[config.mk]
export PLATFORM = sky130hd
export DESIGN_NAME = dcache_ways
export DESIGN_NICKNAME = d
export VERILOG_FILES = /design/src/hw/dcache_pkg.sv /design/src/hw/dcache_ways.sv
export VERILOG_INCLUDE_DIRS = /design/src /design/src/hw
export SDC_FILE = /design/constraint.sdc
export NUM_CORES = 2
export LEC_CHECK = 0
export BUFFER_PORTS_ARGS = -buffer_cell sky130_fd_sc_hd__buf_2
export CORE_MARGIN = 2
export CORE_UTILIZATION = 61
export CTS_CLUSTER_SIZE = 25
export DETAILED_ROUTE_END_ITERATION = 8
export GPL_ROUTABILITY_DRIVEN = 0
export PLACE_DENSITY_LB_ADDON = 0.08
export SYNTH_ARGS = -nofsm -noshare
export SYNTH_HDL_FRONTEND = slang
export SYNTH_SLANG_ARGS = --single-unit
[constraint.sdc]
create_clock -name CLK -period 6.2 [get_ports CLK]
set_input_delay 0.93 -clock CLK [delete_from_list [all_inputs] [get_ports CLK]]
set_output_delay 0.93 -clock CLK [all_outputs]
set_load 0.005 [all_outputs]
[src/hw/dcache_settings.svh]
`ifndef DCACHE_SETTINGS_SVH
`define DCACHE_SETTINGS_SVH

// memory bus word
`define DCACHE_WORD_W 32

// cache geometry
`define DCACHE_SETS 8
`define DCACHE_IDX_W 3
`define DCACHE_BLK_WORDS 2

// 32-bit address less index, block offset and byte offset
`define DCACHE_TAG_W 26

`endif

[src/hw/dcache_pkg.sv]
`include "dcache_settings.svh"

package dcache_pkg;

    typedef logic [`DCACHE_WORD_W-1:0] word_t;

    // byte address split for lookup
    typedef struct packed {
        logic [`DCACHE_TAG_W-1:0] tag;
        logic [`DCACHE_IDX_W-1:0] idx;
        logic                     blkoff;
        logic [1:0]               bytoff;
    } dcache_addr_t;

    // one line of one way
    typedef struct packed {
        logic                               valid;
        logic                               dirty;
        logic [`DCACHE_TAG_W-1:0]           tag;
        word_t [`DCACHE_BLK_WORDS-1:0]      data;
    } dcache_frame_t;

    typedef enum logic [4:0] {
        IDLE,
        WB_ONE,
        WB_TWO,
        FILL_ONE,
        FILL_TWO,
        FLUSH_CHECK,
        FLUSH_ONE,
        FLUSH_TWO,
        DONE
    } ctrl_state_t;

endpackage

[src/hw/dcache_ways.sv]
`include "dcache_settings.svh"

module dcache_ways (
    input  logic                      CLK,
    input  logic                      n_rst,
    input  dcache_pkg::word_t         dmemaddr,
    input  logic                      dmemREN,
    input  logic                      dmemWEN,
    input  dcache_pkg::word_t         dmemstore,
    input  logic                      lookup_en,
    input  logic [`DCACHE_IDX_W-1:0]  port_idx,
    input  logic                      port_way,
    input  logic                      port_word,
    input  logic                      clean,
    input  logic                      fill_en,
    input  logic                      fill_word,
    input  dcache_pkg::word_t         dload,
    output logic                      dhit,
    output dcache_pkg::word_t         dmemload,
    output logic                      miss,
    output logic                      victim_way,
    output logic [`DCACHE_TAG_W-1:0]  port_tag,
    output dcache_pkg::word_t         port_data,
    output logic [1:0]                dirty_pair
);

    // two ways, one frame per set in each
    dcache_pkg::dcache_frame_t frames [2][`DCACHE_SETS];

    // per set, the way to replace next
    logic [`DCACHE_SETS-1:0] lru;

    dcache_pkg::dcache_addr_t addr;
    logic [1:0]               way_hit;
    logic                     hit_way;
    logic                     req;

    assign addr = dcache_pkg::dcache_addr_t'(dmemaddr);
    assign req  = dmemREN | dmemWEN;

    always_comb begin
        for (int w = 0; w < 2; w++) begin
            way_hit[w] = frames[w][addr.idx].valid &&
                         (frames[w][addr.idx].tag == addr.tag);
        end
    end

    // both ways never hold the same tag
    assign hit_way = ~way_hit[0];

    assign dhit = lookup_en & req & (|way_hit);
    assign miss = lookup_en & req & ~(|way_hit);

    assign dmemload = dhit ? frames[hit_way][addr.idx].data[addr.blkoff] : '0;

    assign victim_way = lru[addr.idx];

    // controller side read port
    assign port_tag   = frames[port_way][port_idx].tag;
    assign port_data  = frames[port_way][port_idx].data[port_word];
    assign dirty_pair = {frames[1][port_idx].dirty, frames[0][port_idx].dirty};

    always_ff @(posedge CLK, negedge n_rst) begin
        if (!n_rst) begin
            for (int s = 0; s < `DCACHE_SETS; s++) begin
                frames[0][s] <= '0;
                frames[1][s] <= '0;
            end
            lru <= '0;
        end else begin
            if (dhit) begin
                // other way becomes the victim
                lru[addr.idx] <= ~hit_way;
                if (dmemWEN) begin
                    frames[hit_way][addr.idx].data[addr.blkoff] <= dmemstore;
                    frames[hit_way][addr.idx].dirty             <= 1'b1;
                end
            end

            if (fill_en) begin
                frames[victim_way][addr.idx].data[fill_word] <= dload;
                frames[victim_way][addr.idx].dirty           <= 1'b0;
                if (fill_word) begin
                    frames[victim_way][addr.idx].tag   <= addr.tag;
                    frames[victim_way][addr.idx].valid <= 1'b1;
                    lru[addr.idx]                      <= ~victim_way;
                end else begin
                    // half-filled line must not hit
                    frames[victim_way][addr.idx].valid <= 1'b0;
                end
            end

            // block now matches memory
            if (clean) begin
                frames[port_way][port_idx].dirty <= 1'b0;
            end
        end
    end

endmodule

==> impl_metrics.csv <==
group,metric,value,unit
global_route,grt_pass1_wl,500000,um
critical_path,ff2ff_path_depth,13,
global_route,grt_usage,47.0,%
layout,drive_above_1_share,24.1,%
critical_path,end_kind,"output port",
timing,setup_viol,1,
timing,drv_slew,0,
worst_hold_path,hold_class,"input pin to async pin",
layout,final_cell_mix,"dfrtp_1, nand2_1, mux2i_1, o21ai_0, mux4_2",
floorplan,core_area,142000,um2
timing,rsz0062_at_grt,"no",
layout,layout_commonest_cell,"dfrtp_1",
layout,fin_util,68.4,%
layout,syn_to_final_growth,11.0,%
routing,dr.pass1.iters,8,
yosys,synth-edff-count,0,
critical_path,worstPathMaxFanout,18,
timing,maxSlewHeadroom,13.7,%
placed_design,dpl_worst_slack,-0.157,ns
clock_network,clk_latency,0.83,ns
routing,num_vias,73200,
critical_path,path_buf_inv,3,
yosys,syn_inst,8154,
placed_design,dpl_cell_area,91300,um2
critical_path,crit_end,"dmemload[7]",
timing,final_hold_viol_count,0,
timing,post-route-min-period,6.20,ns
status,outcome,"finished, violations left",
critical_path,cp.arrival,5.27,ns
timing,finalSetupTns,-0.00144,ns
timing,worst_slack,-0.00144,ns
floorplan,die_x,383,um
layout,fill_cells,10500,
power_and_ir_drop,pwr_density_cell,325,nW/um2
critical_path,slowest_delay,0.65,ns
critical_path,path_delay_family,"simple AND/OR/NAND/NOR gates",
power_and_ir_drop,leakage,43.6,nW
critical_path,cp.depth,13,
routing,ant_nets,0,
job,drv_cap,0,
clock_network,cts-buffers-inserted,165,
placed_design,portBuffers,201,
floorplan,die_area,146000,um2
status,violations,"setup timing",
critical_path,crit_type,"register to output port",
yosys,yosys_warnings,0,
floorplan,start_util,61.6,%
timing,max_freq,0.161,GHz
global_route,grt_pass1_vias,71100,
yosys,yosys.area.top_type_share,42.3,%
yosys,netlist_area,87500,um2
critical_path,critical_path_required,5.27,ns
global_route,grt_max_degree,160,
critical_path,worstSetupStartpointType,"register",
routing,post-route-drc-count,0,
timing,clock_skew,0.0307,ns
floorplan,die_h,383,um
yosys,synth_top_flop_cell,"dfrtp_1",
critical_path,slowest_stage,"or4_4",
yosys,syn_area_per_cell,10.7,um2
yosys,async_reset_ff_share,100,%
clock_network,clockBufferDepth,3,
clock_network,clkSinkCount,1480,
yosys,synth-seq-area-share,42.3,%
global_route,grt_overflow_total,0,
clock_network,cts_hold_buffers,0,
layout,stdcell_area,97100,um2
yosys,synth.area.top_cells,"dfrtp_1, mux4_2, mux2i_1, mux2_2, nand2_1",
floorplan,pin_count,204,
clock_network,cts_max_level,4,
floorplan,rows,138,
placed_design,dp_hpwl,207000,um
clock_network,root_buffer,"clkbuf_16",
power_and_ir_drop,irDropWorstVdd,286,uV
clock_network,path_clk_slew,0.06,ns
yosys,ys_ff_latch,1480,
routing,totalWireLength,346000,um
critical_path,worstReg2RegEnd,"frames[762]$_DFF_PN0_",
critical_path,r2r_slack,1.28,ns
timing,worstMarginPinSlew,1.29,ns
yosys,synthesis.nets,8263,
routing,dr.first_iter.drc_count,10200,
yosys,ys_types,66,
critical_path,path_cells,"mux4_2, mux2i_1, xor2_1, nand2_1, or4_1, or4_4, buf_4, bufbuf_16, mux2i_1, nand2_1, o2111ai_1, o32ai_1, buf_2",
clock_network,cts_tree,"done",
timing,post-route-period-util,100,%
routing,viasPerCell,7.31,
layout,nets,8081,
global_route,antenna_found_initial,35,
routing,wl_per_cell,34.6,um
yosys,netlist.top_cell.by_area,"dfrtp_1",
[stage by stage]
stage                     power [W]  hold WS, ns  std cells
after floorplan              0.0188        0.455       8154
after global placement       0.0209        0.479       9676
after detailed placement     0.0213        0.487       9676
after CTS                    0.0313        0.138       9980
after global routing         0.0328        0.153      10000
final                        0.0316       0.0859      10000
[how the worst min path moves through the flow]
stage,startpoint,end,slack [ns],cells past startpoint
after floorplan,register,register,0.46,1
after global placement,lru[2]$_DFF_PN0_,lru[2]$_DFF_PN0_,0.48,1
after detailed placement,lru[2]$_DFF_PN0_,lru[2]$_DFF_PN0_,0.49,1
after CTS,n_rst,frames[142]$_DFF_PN0_,0.14,1
after global routing,n_rst,frames[142]$_DFF_PN0_,0.15,1
final,n_rst,frames[142]$_DFF_PN0_,0.09,1
[cell usage after synthesis, types with 13 or more instances]
| cell | count |
|---|---|
| mux2i_1 | 1168 |
| clkbuf_1 | 683 |
| nand3_1 | 25 |
| a22oi_1 | 20 |
| xnor2_1 | 29 |
| nand2_1 | 1385 |
| buf_2 | 106 |
| nor3_1 | 20 |
| o32ai_1 | 19 |
| nor2_1 | 439 |
| a211oi_1 | 27 |
| o221ai_1 | 19 |
| a21oi_1 | 90 |
| o2111ai_1 | 34 |
| mux2_2 | 479 |
| o21ai_1 | 14 |
| o21ai_0 | 733 |
| o22ai_1 | 209 |
| and2_1 | 13 |
| a31oi_1 | 261 |
| mux4_2 | 548 |
| a221o_1 | 20 |
| nor4_1 | 18 |
| buf_1 | 100 |
| a221oi_1 | 23 |
| dfrtp_1 | 1480 |
[cell families (layout without fill, tap and decap cells)]
group / Yosys count / count (layout) / synth area share, %
xor gates and xnor gates: 40 / 40 / 0.400
AOI/OAI and AO/OA: 1545 / 1545 / 10.5
muxes: 2195 / 2195 / 33.6
DFF: 1480 / 1480 / 42.3
other: 0 / 18 / 0
and+or+nand+nor: 1974 / 1974 / 8.91
buffers and inverters: 920 / 871 / 4.22
[layout make-up]
cell class	instances	area [um2]	area share, %
Inverter	12	50.0	0.0515
Timing Repair Buffer	559	4750	4.89
Multi-Input combinational cell	5754	47400	48.8
Clock buffer	253	4930	5.07
Antenna cell	18	45.0	0.0464
Clock inverter	47	529	0.545
Tap cell	1890	2360	2.43
Sequential cell	1480	37000	38.1
[what timing repair did]
item / 4_1_cts / 5_1_grt
setup buffers: 2 / 15
endpoints found under the setup margin: 17 / 31
resized for setup: 5 / 17
pin swaps: 1 / 2
gates cloned: 2 / 0
[metal layers]
metal	vias up	wire [um]	share of wire (%)	GRT usage, %
li1	29500	-	-	-
met1	36300	122000	35	61.6
met2	5727	144000	42	65.7
met3	1589	53100	15	18.2
met4	41	26400	7.6	29.3
met5	-	440	0.13	0.893
[where the power goes]
group / internal [W] / switching, W
sequential: 0.0121 / 0.00198
combinational: 0.00386 / 0.00348
clock: 0.00584 / 0.00427
(Power assumes the default switching activity.)
