### src/hw/dcache_settings.svh
`ifndef DCACHE_SETTINGS_SVH
`define DCACHE_SETTINGS_SVH

// memory bus word
`define DCACHE_WORD_W 32

// cache geometry
`define DCACHE_SETS 8
`define DCACHE_IDX_W 3
`define DCACHE_BLK_WORDS 2

// 32-bit address less index, block offset and byte offset
`define DCACHE_TAG_W 26

`endif

### src/hw/dcache_pkg.sv
`include "dcache_settings.svh"

package dcache_pkg;

    typedef logic [`DCACHE_WORD_W-1:0] word_t;

    // byte address split for lookup
    typedef struct packed {
        logic [`DCACHE_TAG_W-1:0] tag;
        logic [`DCACHE_IDX_W-1:0] idx;
        logic                     blkoff;
        logic [1:0]               bytoff;
    } dcache_addr_t;

    // one line of one way
    typedef struct packed {
        logic                               valid;
        logic                               dirty;
        logic [`DCACHE_TAG_W-1:0]           tag;
        word_t [`DCACHE_BLK_WORDS-1:0]      data;
    } dcache_frame_t;

    typedef enum logic [4:0] {
        IDLE,
        WB_ONE,
        WB_TWO,
        FILL_ONE,
        FILL_TWO,
        FLUSH_CHECK,
        FLUSH_ONE,
        FLUSH_TWO,
        DONE
    } ctrl_state_t;

endpackage

### src/hw/dcache_ctrl.sv
`include "dcache_settings.svh"

module dcache_ctrl (
    input  logic                      CLK,
    input  logic                      n_rst,
    input  logic                      halt,
    input  dcache_pkg::word_t         dmemaddr,
    input  logic                      dmemREN,
    input  logic                      dmemWEN,
    input  logic                      miss,
    input  logic                      victim_way,
    input  logic [`DCACHE_TAG_W-1:0]  port_tag,
    input  dcache_pkg::word_t         port_data,
    input  logic [1:0]                dirty_pair,
    input  logic                      dwait,
    output logic                      lookup_en,
    output logic [`DCACHE_IDX_W-1:0]  port_idx,
    output logic                      port_way,
    output logic                      port_word,
    output logic                      clean,
    output logic                      fill_en,
    output logic                      fill_word,
    output logic                      flushed,
    output logic                      dREN,
    output logic                      dWEN,
    output dcache_pkg::word_t         daddr,
    output dcache_pkg::word_t         dstore
);

    dcache_pkg::ctrl_state_t  state, next_state;
    logic [`DCACHE_IDX_W-1:0] flush_idx, next_flush_idx;
    logic                     next_dREN, next_dWEN;
    dcache_pkg::word_t        next_daddr, next_dstore;

    dcache_pkg::dcache_addr_t cur_addr;
    dcache_pkg::dcache_addr_t wb_addr;
    dcache_pkg::dcache_addr_t fill_addr;
    logic                     flushing;
    logic                     req;

    assign cur_addr = dcache_pkg::dcache_addr_t'(dmemaddr);
    assign req      = dmemREN | dmemWEN;

    assign flushing = (state == dcache_pkg::FLUSH_CHECK) ||
                      (state == dcache_pkg::FLUSH_ONE) ||
                      (state == dcache_pkg::FLUSH_TWO) ||
                      (state == dcache_pkg::DONE);

    // during the sweep way 0 goes first while it is dirty
    assign port_idx  = flushing ? flush_idx : cur_addr.idx;
    assign port_way  = flushing ? ~dirty_pair[0] : victim_way;
    assign port_word = (state == dcache_pkg::WB_ONE) || (state == dcache_pkg::FLUSH_ONE);

    assign lookup_en = (state == dcache_pkg::IDLE) && !halt;

    assign fill_en   = ((state == dcache_pkg::FILL_ONE) || (state == dcache_pkg::FILL_TWO))
                       && !dwait;
    assign fill_word = (state == dcache_pkg::FILL_TWO);

    assign clean = ((state == dcache_pkg::WB_TWO) || (state == dcache_pkg::FLUSH_TWO))
                   && !dwait;

    assign flushed = (state == dcache_pkg::DONE);

    // address of the word port_data currently shows
    always_comb begin
        wb_addr        = '0;
        wb_addr.tag    = port_tag;
        wb_addr.idx    = port_idx;
        wb_addr.blkoff = port_word;
    end

    always_comb begin
        fill_addr        = cur_addr;
        fill_addr.blkoff = (state == dcache_pkg::FILL_ONE);
        fill_addr.bytoff = '0;
    end

    always_comb begin
        next_state     = state;
        next_flush_idx = flush_idx;
        next_dREN      = dREN;
        next_dWEN      = dWEN;
        next_daddr     = daddr;
        next_dstore    = dstore;

        case (state)
            dcache_pkg::IDLE: begin
                if (halt) begin
                    next_state = dcache_pkg::FLUSH_CHECK;
                end else if (req && miss) begin
                    if (dirty_pair[victim_way]) begin
                        next_state  = dcache_pkg::WB_ONE;
                        next_dWEN   = 1'b1;
                        next_daddr  = dcache_pkg::word_t'(wb_addr);
                        next_dstore = port_data;
                    end else begin
                        next_state = dcache_pkg::FILL_ONE;
                        next_dREN  = 1'b1;
                        next_daddr = dcache_pkg::word_t'(fill_addr);
                    end
                end
            end
            dcache_pkg::WB_ONE: begin
                if (!dwait) begin
                    next_state  = dcache_pkg::WB_TWO;
                    next_daddr  = dcache_pkg::word_t'(wb_addr);
                    next_dstore = port_data;
                end
            end
            dcache_pkg::WB_TWO: begin
                // victim written, fetch the missing block
                if (!dwait) begin
                    next_state  = dcache_pkg::FILL_ONE;
                    next_dWEN   = 1'b0;
                    next_dREN   = 1'b1;
                    next_daddr  = dcache_pkg::word_t'(fill_addr);
                    next_dstore = '0;
                end
            end
            dcache_pkg::FILL_ONE: begin
                if (!dwait) begin
                    next_state = dcache_pkg::FILL_TWO;
                    next_daddr = dcache_pkg::word_t'(fill_addr);
                end
            end
            dcache_pkg::FILL_TWO: begin
                if (!dwait) begin
                    next_state = dcache_pkg::IDLE;
                    next_dREN  = 1'b0;
                    next_daddr = '0;
                end
            end
            dcache_pkg::FLUSH_CHECK: begin
                if (|dirty_pair) begin
                    next_state  = dcache_pkg::FLUSH_ONE;
                    next_dWEN   = 1'b1;
                    next_daddr  = dcache_pkg::word_t'(wb_addr);
                    next_dstore = port_data;
                end else if (flush_idx == `DCACHE_IDX_W'(`DCACHE_SETS - 1)) begin
                    next_state = dcache_pkg::DONE;
                end else begin
                    next_flush_idx = flush_idx + 1'b1;
                end
            end
            dcache_pkg::FLUSH_ONE: begin
                if (!dwait) begin
                    next_state  = dcache_pkg::FLUSH_TWO;
                    next_daddr  = dcache_pkg::word_t'(wb_addr);
                    next_dstore = port_data;
                end
            end
            dcache_pkg::FLUSH_TWO: begin
                // same set again, the other way may still be dirty
                if (!dwait) begin
                    next_state  = dcache_pkg::FLUSH_CHECK;
                    next_dWEN   = 1'b0;
                    next_daddr  = '0;
                    next_dstore = '0;
                end
            end
            dcache_pkg::DONE: begin
                next_state = dcache_pkg::DONE;
            end
            default: begin
                next_state = dcache_pkg::IDLE;
            end
        endcase
    end

    always_ff @(posedge CLK, negedge n_rst) begin
        if (!n_rst) begin
            state     <= dcache_pkg::IDLE;
            flush_idx <= '0;
            dREN      <= 1'b0;
            dWEN      <= 1'b0;
            daddr     <= '0;
            dstore    <= '0;
        end else begin
            state     <= next_state;
            flush_idx <= next_flush_idx;
            dREN      <= next_dREN;
            dWEN      <= next_dWEN;
            daddr     <= next_daddr;
            dstore    <= next_dstore;
        end
    end

endmodule

### config.mk
export PLATFORM = sky130hd
export DESIGN_NAME = dcache_ctrl
export DESIGN_NICKNAME = d
export VERILOG_FILES = /design/src/hw/dcache_pkg.sv /design/src/hw/dcache_ctrl.sv
export VERILOG_INCLUDE_DIRS = /design/src /design/src/hw
export SDC_FILE = /design/constraint.sdc
export NUM_CORES = 1
export LEC_CHECK = 0
export ABC_AREA = 1
export BUFFER_PORTS_ARGS = -buffer_cell sky130_fd_sc_hd__buf_2
export CAP_MARGIN = 20
export CORE_UTILIZATION = 40
export CTS_BUF_LIST = sky130_fd_sc_hd__clkbuf_16
export DETAILED_ROUTE_END_ITERATION = 8
export HOLD_SLACK_MARGIN = 0.05
export PLACE_DENSITY_LB_ADDON = 0.1
export SYNTH_ARGS = -nofsm -noshare
export SYNTH_HDL_FRONTEND = slang
export SYNTH_SLANG_ARGS = --single-unit
### constraint.sdc
create_clock -name CLK -period 2 [get_ports CLK]
set_clock_uncertainty 0.2 [all_clocks]
set_input_delay 0.4 -clock CLK [delete_from_list [all_inputs] [get_ports CLK]]
set_output_delay 0.4 -clock CLK [all_outputs]
set_load 0.01 [all_outputs]
==> impl_results.md <==
* Clk sink count at 71
* Crit path largest cell delay at 490 ps
* Max transition margin at 0.646
* Clock power frac at 0.116
* Vias in the first global route at between 4000 and 5000
* Final Hold Viols at 0
* Final GP Congestion at 0.858
* Unrepaired setup endpoints after global routing: true
* Worst endpoint required time at roughly 1400 ps
* Sequential Power Share at 0.198
* Switching Share at 0.462
* Slowest-stage cell, CP: dfrtp_2
* Peak Freq at 0.449 GHz
* Syn_area_per_cell at 7.30 µm²
* IO Pins at around 180
* Final period utilization at 1.11
* Die ar. at 11100 µm²
* Initial DRC count at 241
* CP Launch Type: register
* WS Path Type: reg2out
* Via count at 4774
* Failing checks: negative setup slack
* Leakage at 3.70 nW
* Root buf cell: clkbuf_16
* Chip Width at ~110 µm
* Hold Slack at ~110 ps
* Min Tclk post-route at approximately 2200 ps
* Slew Limit Fails at 0
* Die Y at 105 µm
* H-tree levels at 3
* CTS buffer count at 9
* Yosys top cell area share at 0.417
* Synth Cell Area at roughly 4300 µm²
* Worst Path Arrival at around 1600 ps
* CTS tree: done
* Clk slew on worst S/H paths at about 70 ps
* Global-route wire length before repair at slightly above 20000 µm
* Outcome: complete, but fails checks
* # diodes at 0
* Type of the worst min-delay path: in2reg
* Core ar. at 10300 µm²
* Initial antenna violation count at 0
* DRT Pass-1 Iters at 5
* Largest cells by area after synthesis: dfrtp_1, nand2_1, o21ai_2
* Post-synth EDFFs at 0
* MaxCap Viol Count at 0
* GRT Residual Overflow at 0
* Largest net degree at the start of global routing at 41
* Syn-to-layout area delta at 58.8%
* Worst-margin pin slew at around 530 ps
* Worst-Skew Late Latency at about 330 ps
* Dpl hpwl at 8450 µm
* Most common cell on crit path: nand2_2
* Wirelength, routed at 14400 µm
* Initial core utilization at 0.413
* Final worst setup slack at -227 ps
* Final count of negative-setup-slack endpoints at 73
* Commonest cells post-synth: nand2_1, dfrtp_1, inv_1
* Ys Warns at 0
* CP max FO at 6
* Pwr dens at 2000 nW/µm²
* Synth Instances at around 580
* Yosys reg bits at 71
* Clk buf depth at 2
* Worst slack at placement at 31.8 ps
* Share of layout cells above drive strength 1 at 0.492
* Port-buffer cells at 170
* Internal power at 7.26 mW
* Most used DFF post-synth: dfrtp_1
* Final #Nets at between 900 and 1000
* Most frequent cell after synthesis: nand2_1
* Gr usage total at 0.228
* Psw at 6.24 mW
* Drt wl/cell at 15.0 µm
* CP endpoint kind: output pin
* Routed vias/inst at 4.97
* Register area share after synthesis at 0.417
* Largest vdd supply drop at between 1 and 1.5 mV
* Site Rows at 37
* DRC Markers at 0
* Comb power frac at 0.686
* Synth area leader: dfrtp_1
* Detail Route Antenna Nets at 0
* Crit-path cells: buf_6 > nor2_4 > nand2_2 > nand2_2 > inv_2 > nor2_2 > buf_2
* Synth cell types at 31
* Setup tns final at -6350 ps
* Fraction of registers with async set/reset at 1.00
==> stage by stage <==
stage	instances	utilization	area (µm²)	total power [mW]
2_1_floorplan	585	-	4270	6.90
3_3_place_gp	886	0.521	5380	8.76
3_5_place_dp	886	0.521	5380	8.90
4_1_cts	934	0.583	6020	11.1
5_1_grt	961	0.656	6770	14.5
6_report	961	0.656	6770	13.5
==> registers in the layout (all words and copies together) (netlist names) <==
signal / flops
dstore: 32
daddr: 30
state: 4
flush_idx: 3
dREN: 1
dWEN: 1
==> power groups by stage <==
stage	Sequential, mW	Clock (mW)	Combinational (mW)
after floorplan	2.80	0	4.11
after global routing	2.74	1.66	10.1
final	2.68	1.56	9.26
after CTS	2.56	1.59	6.91
after detailed placement	2.57	0	6.33
after global placement	2.55	0	6.21
==> layout by cell type, fill, tap and decap left out, types with 20 or more instances in the layout <==
master and count:
nand2_1 226, buf_2 166, dfrtp_1 67, buf_4 49
o21ai_2 35, nand2_2 33, inv_1 32, o21ai_0 31
nand2_4 28, o211ai_1 26, buf_6 20
==> worst paths after layout <==
check / startpoint / end / slack (ps) / depth (start not counted)
setup / recovery: state[0] / clean / -230 / 7
hold / removal: port_data[19] / dstore[19] / 110 / 3
setup reg to reg: state[0] / daddr[5] / -160 / 14
hold reg to reg: daddr[2] / daddr[2] / 270 / 2
max in group asynchronous: n_rst / daddr[23] / 750 / 3
min in group asynchronous: n_rst / daddr[17] / 330 / 2
==> per-layer routing <==
metal	track usage	part of all wire
met5	0	0
met4	0.0674	0.019
met3	0.0377	0.049
met2	0.386	0.49
met1	0.298	0.44
==> critical path, delay by kind of cell (launching register included) <==
| kind | cells | cell delay [ps] |
|---|---|---|
| flip-flops | 1 | 490 |
| buffers and inverters | 3 | 360 |
| AND/OR/NAND/NOR | 4 | 440 |
==> kinds of logic after synthesis <==
kind of cell,share of synthesized area
simple gates,0.320
xor+xnor,0.00205
flops,0.417
other cells,0.000880
compound gates,0.168
fa+ha+maj,0.00587
buf+inv,0.0869
==> area by class of cell <==
class	instances	area (µm²)
fill	875	3560
multi-input combinational	441	2540
timing repair buffer	255	1820
sequential	71	1780
clock buffer	9	225
tap	136	170
inverter	42	165
clock inverter	7	62.6
==> timing repair <==
item                                    4_1_cts  5_1_grt
pin swaps                                    17       13
buffers inserted                             31       19
gates resized for setup                      34      108
hold buffers                                  1        0
endpoints found under the setup margin       10       80
cloned                                        0        9
endpoints found under the hold margin        27        0
Note: power is estimated with default switching activity, not from simulation.
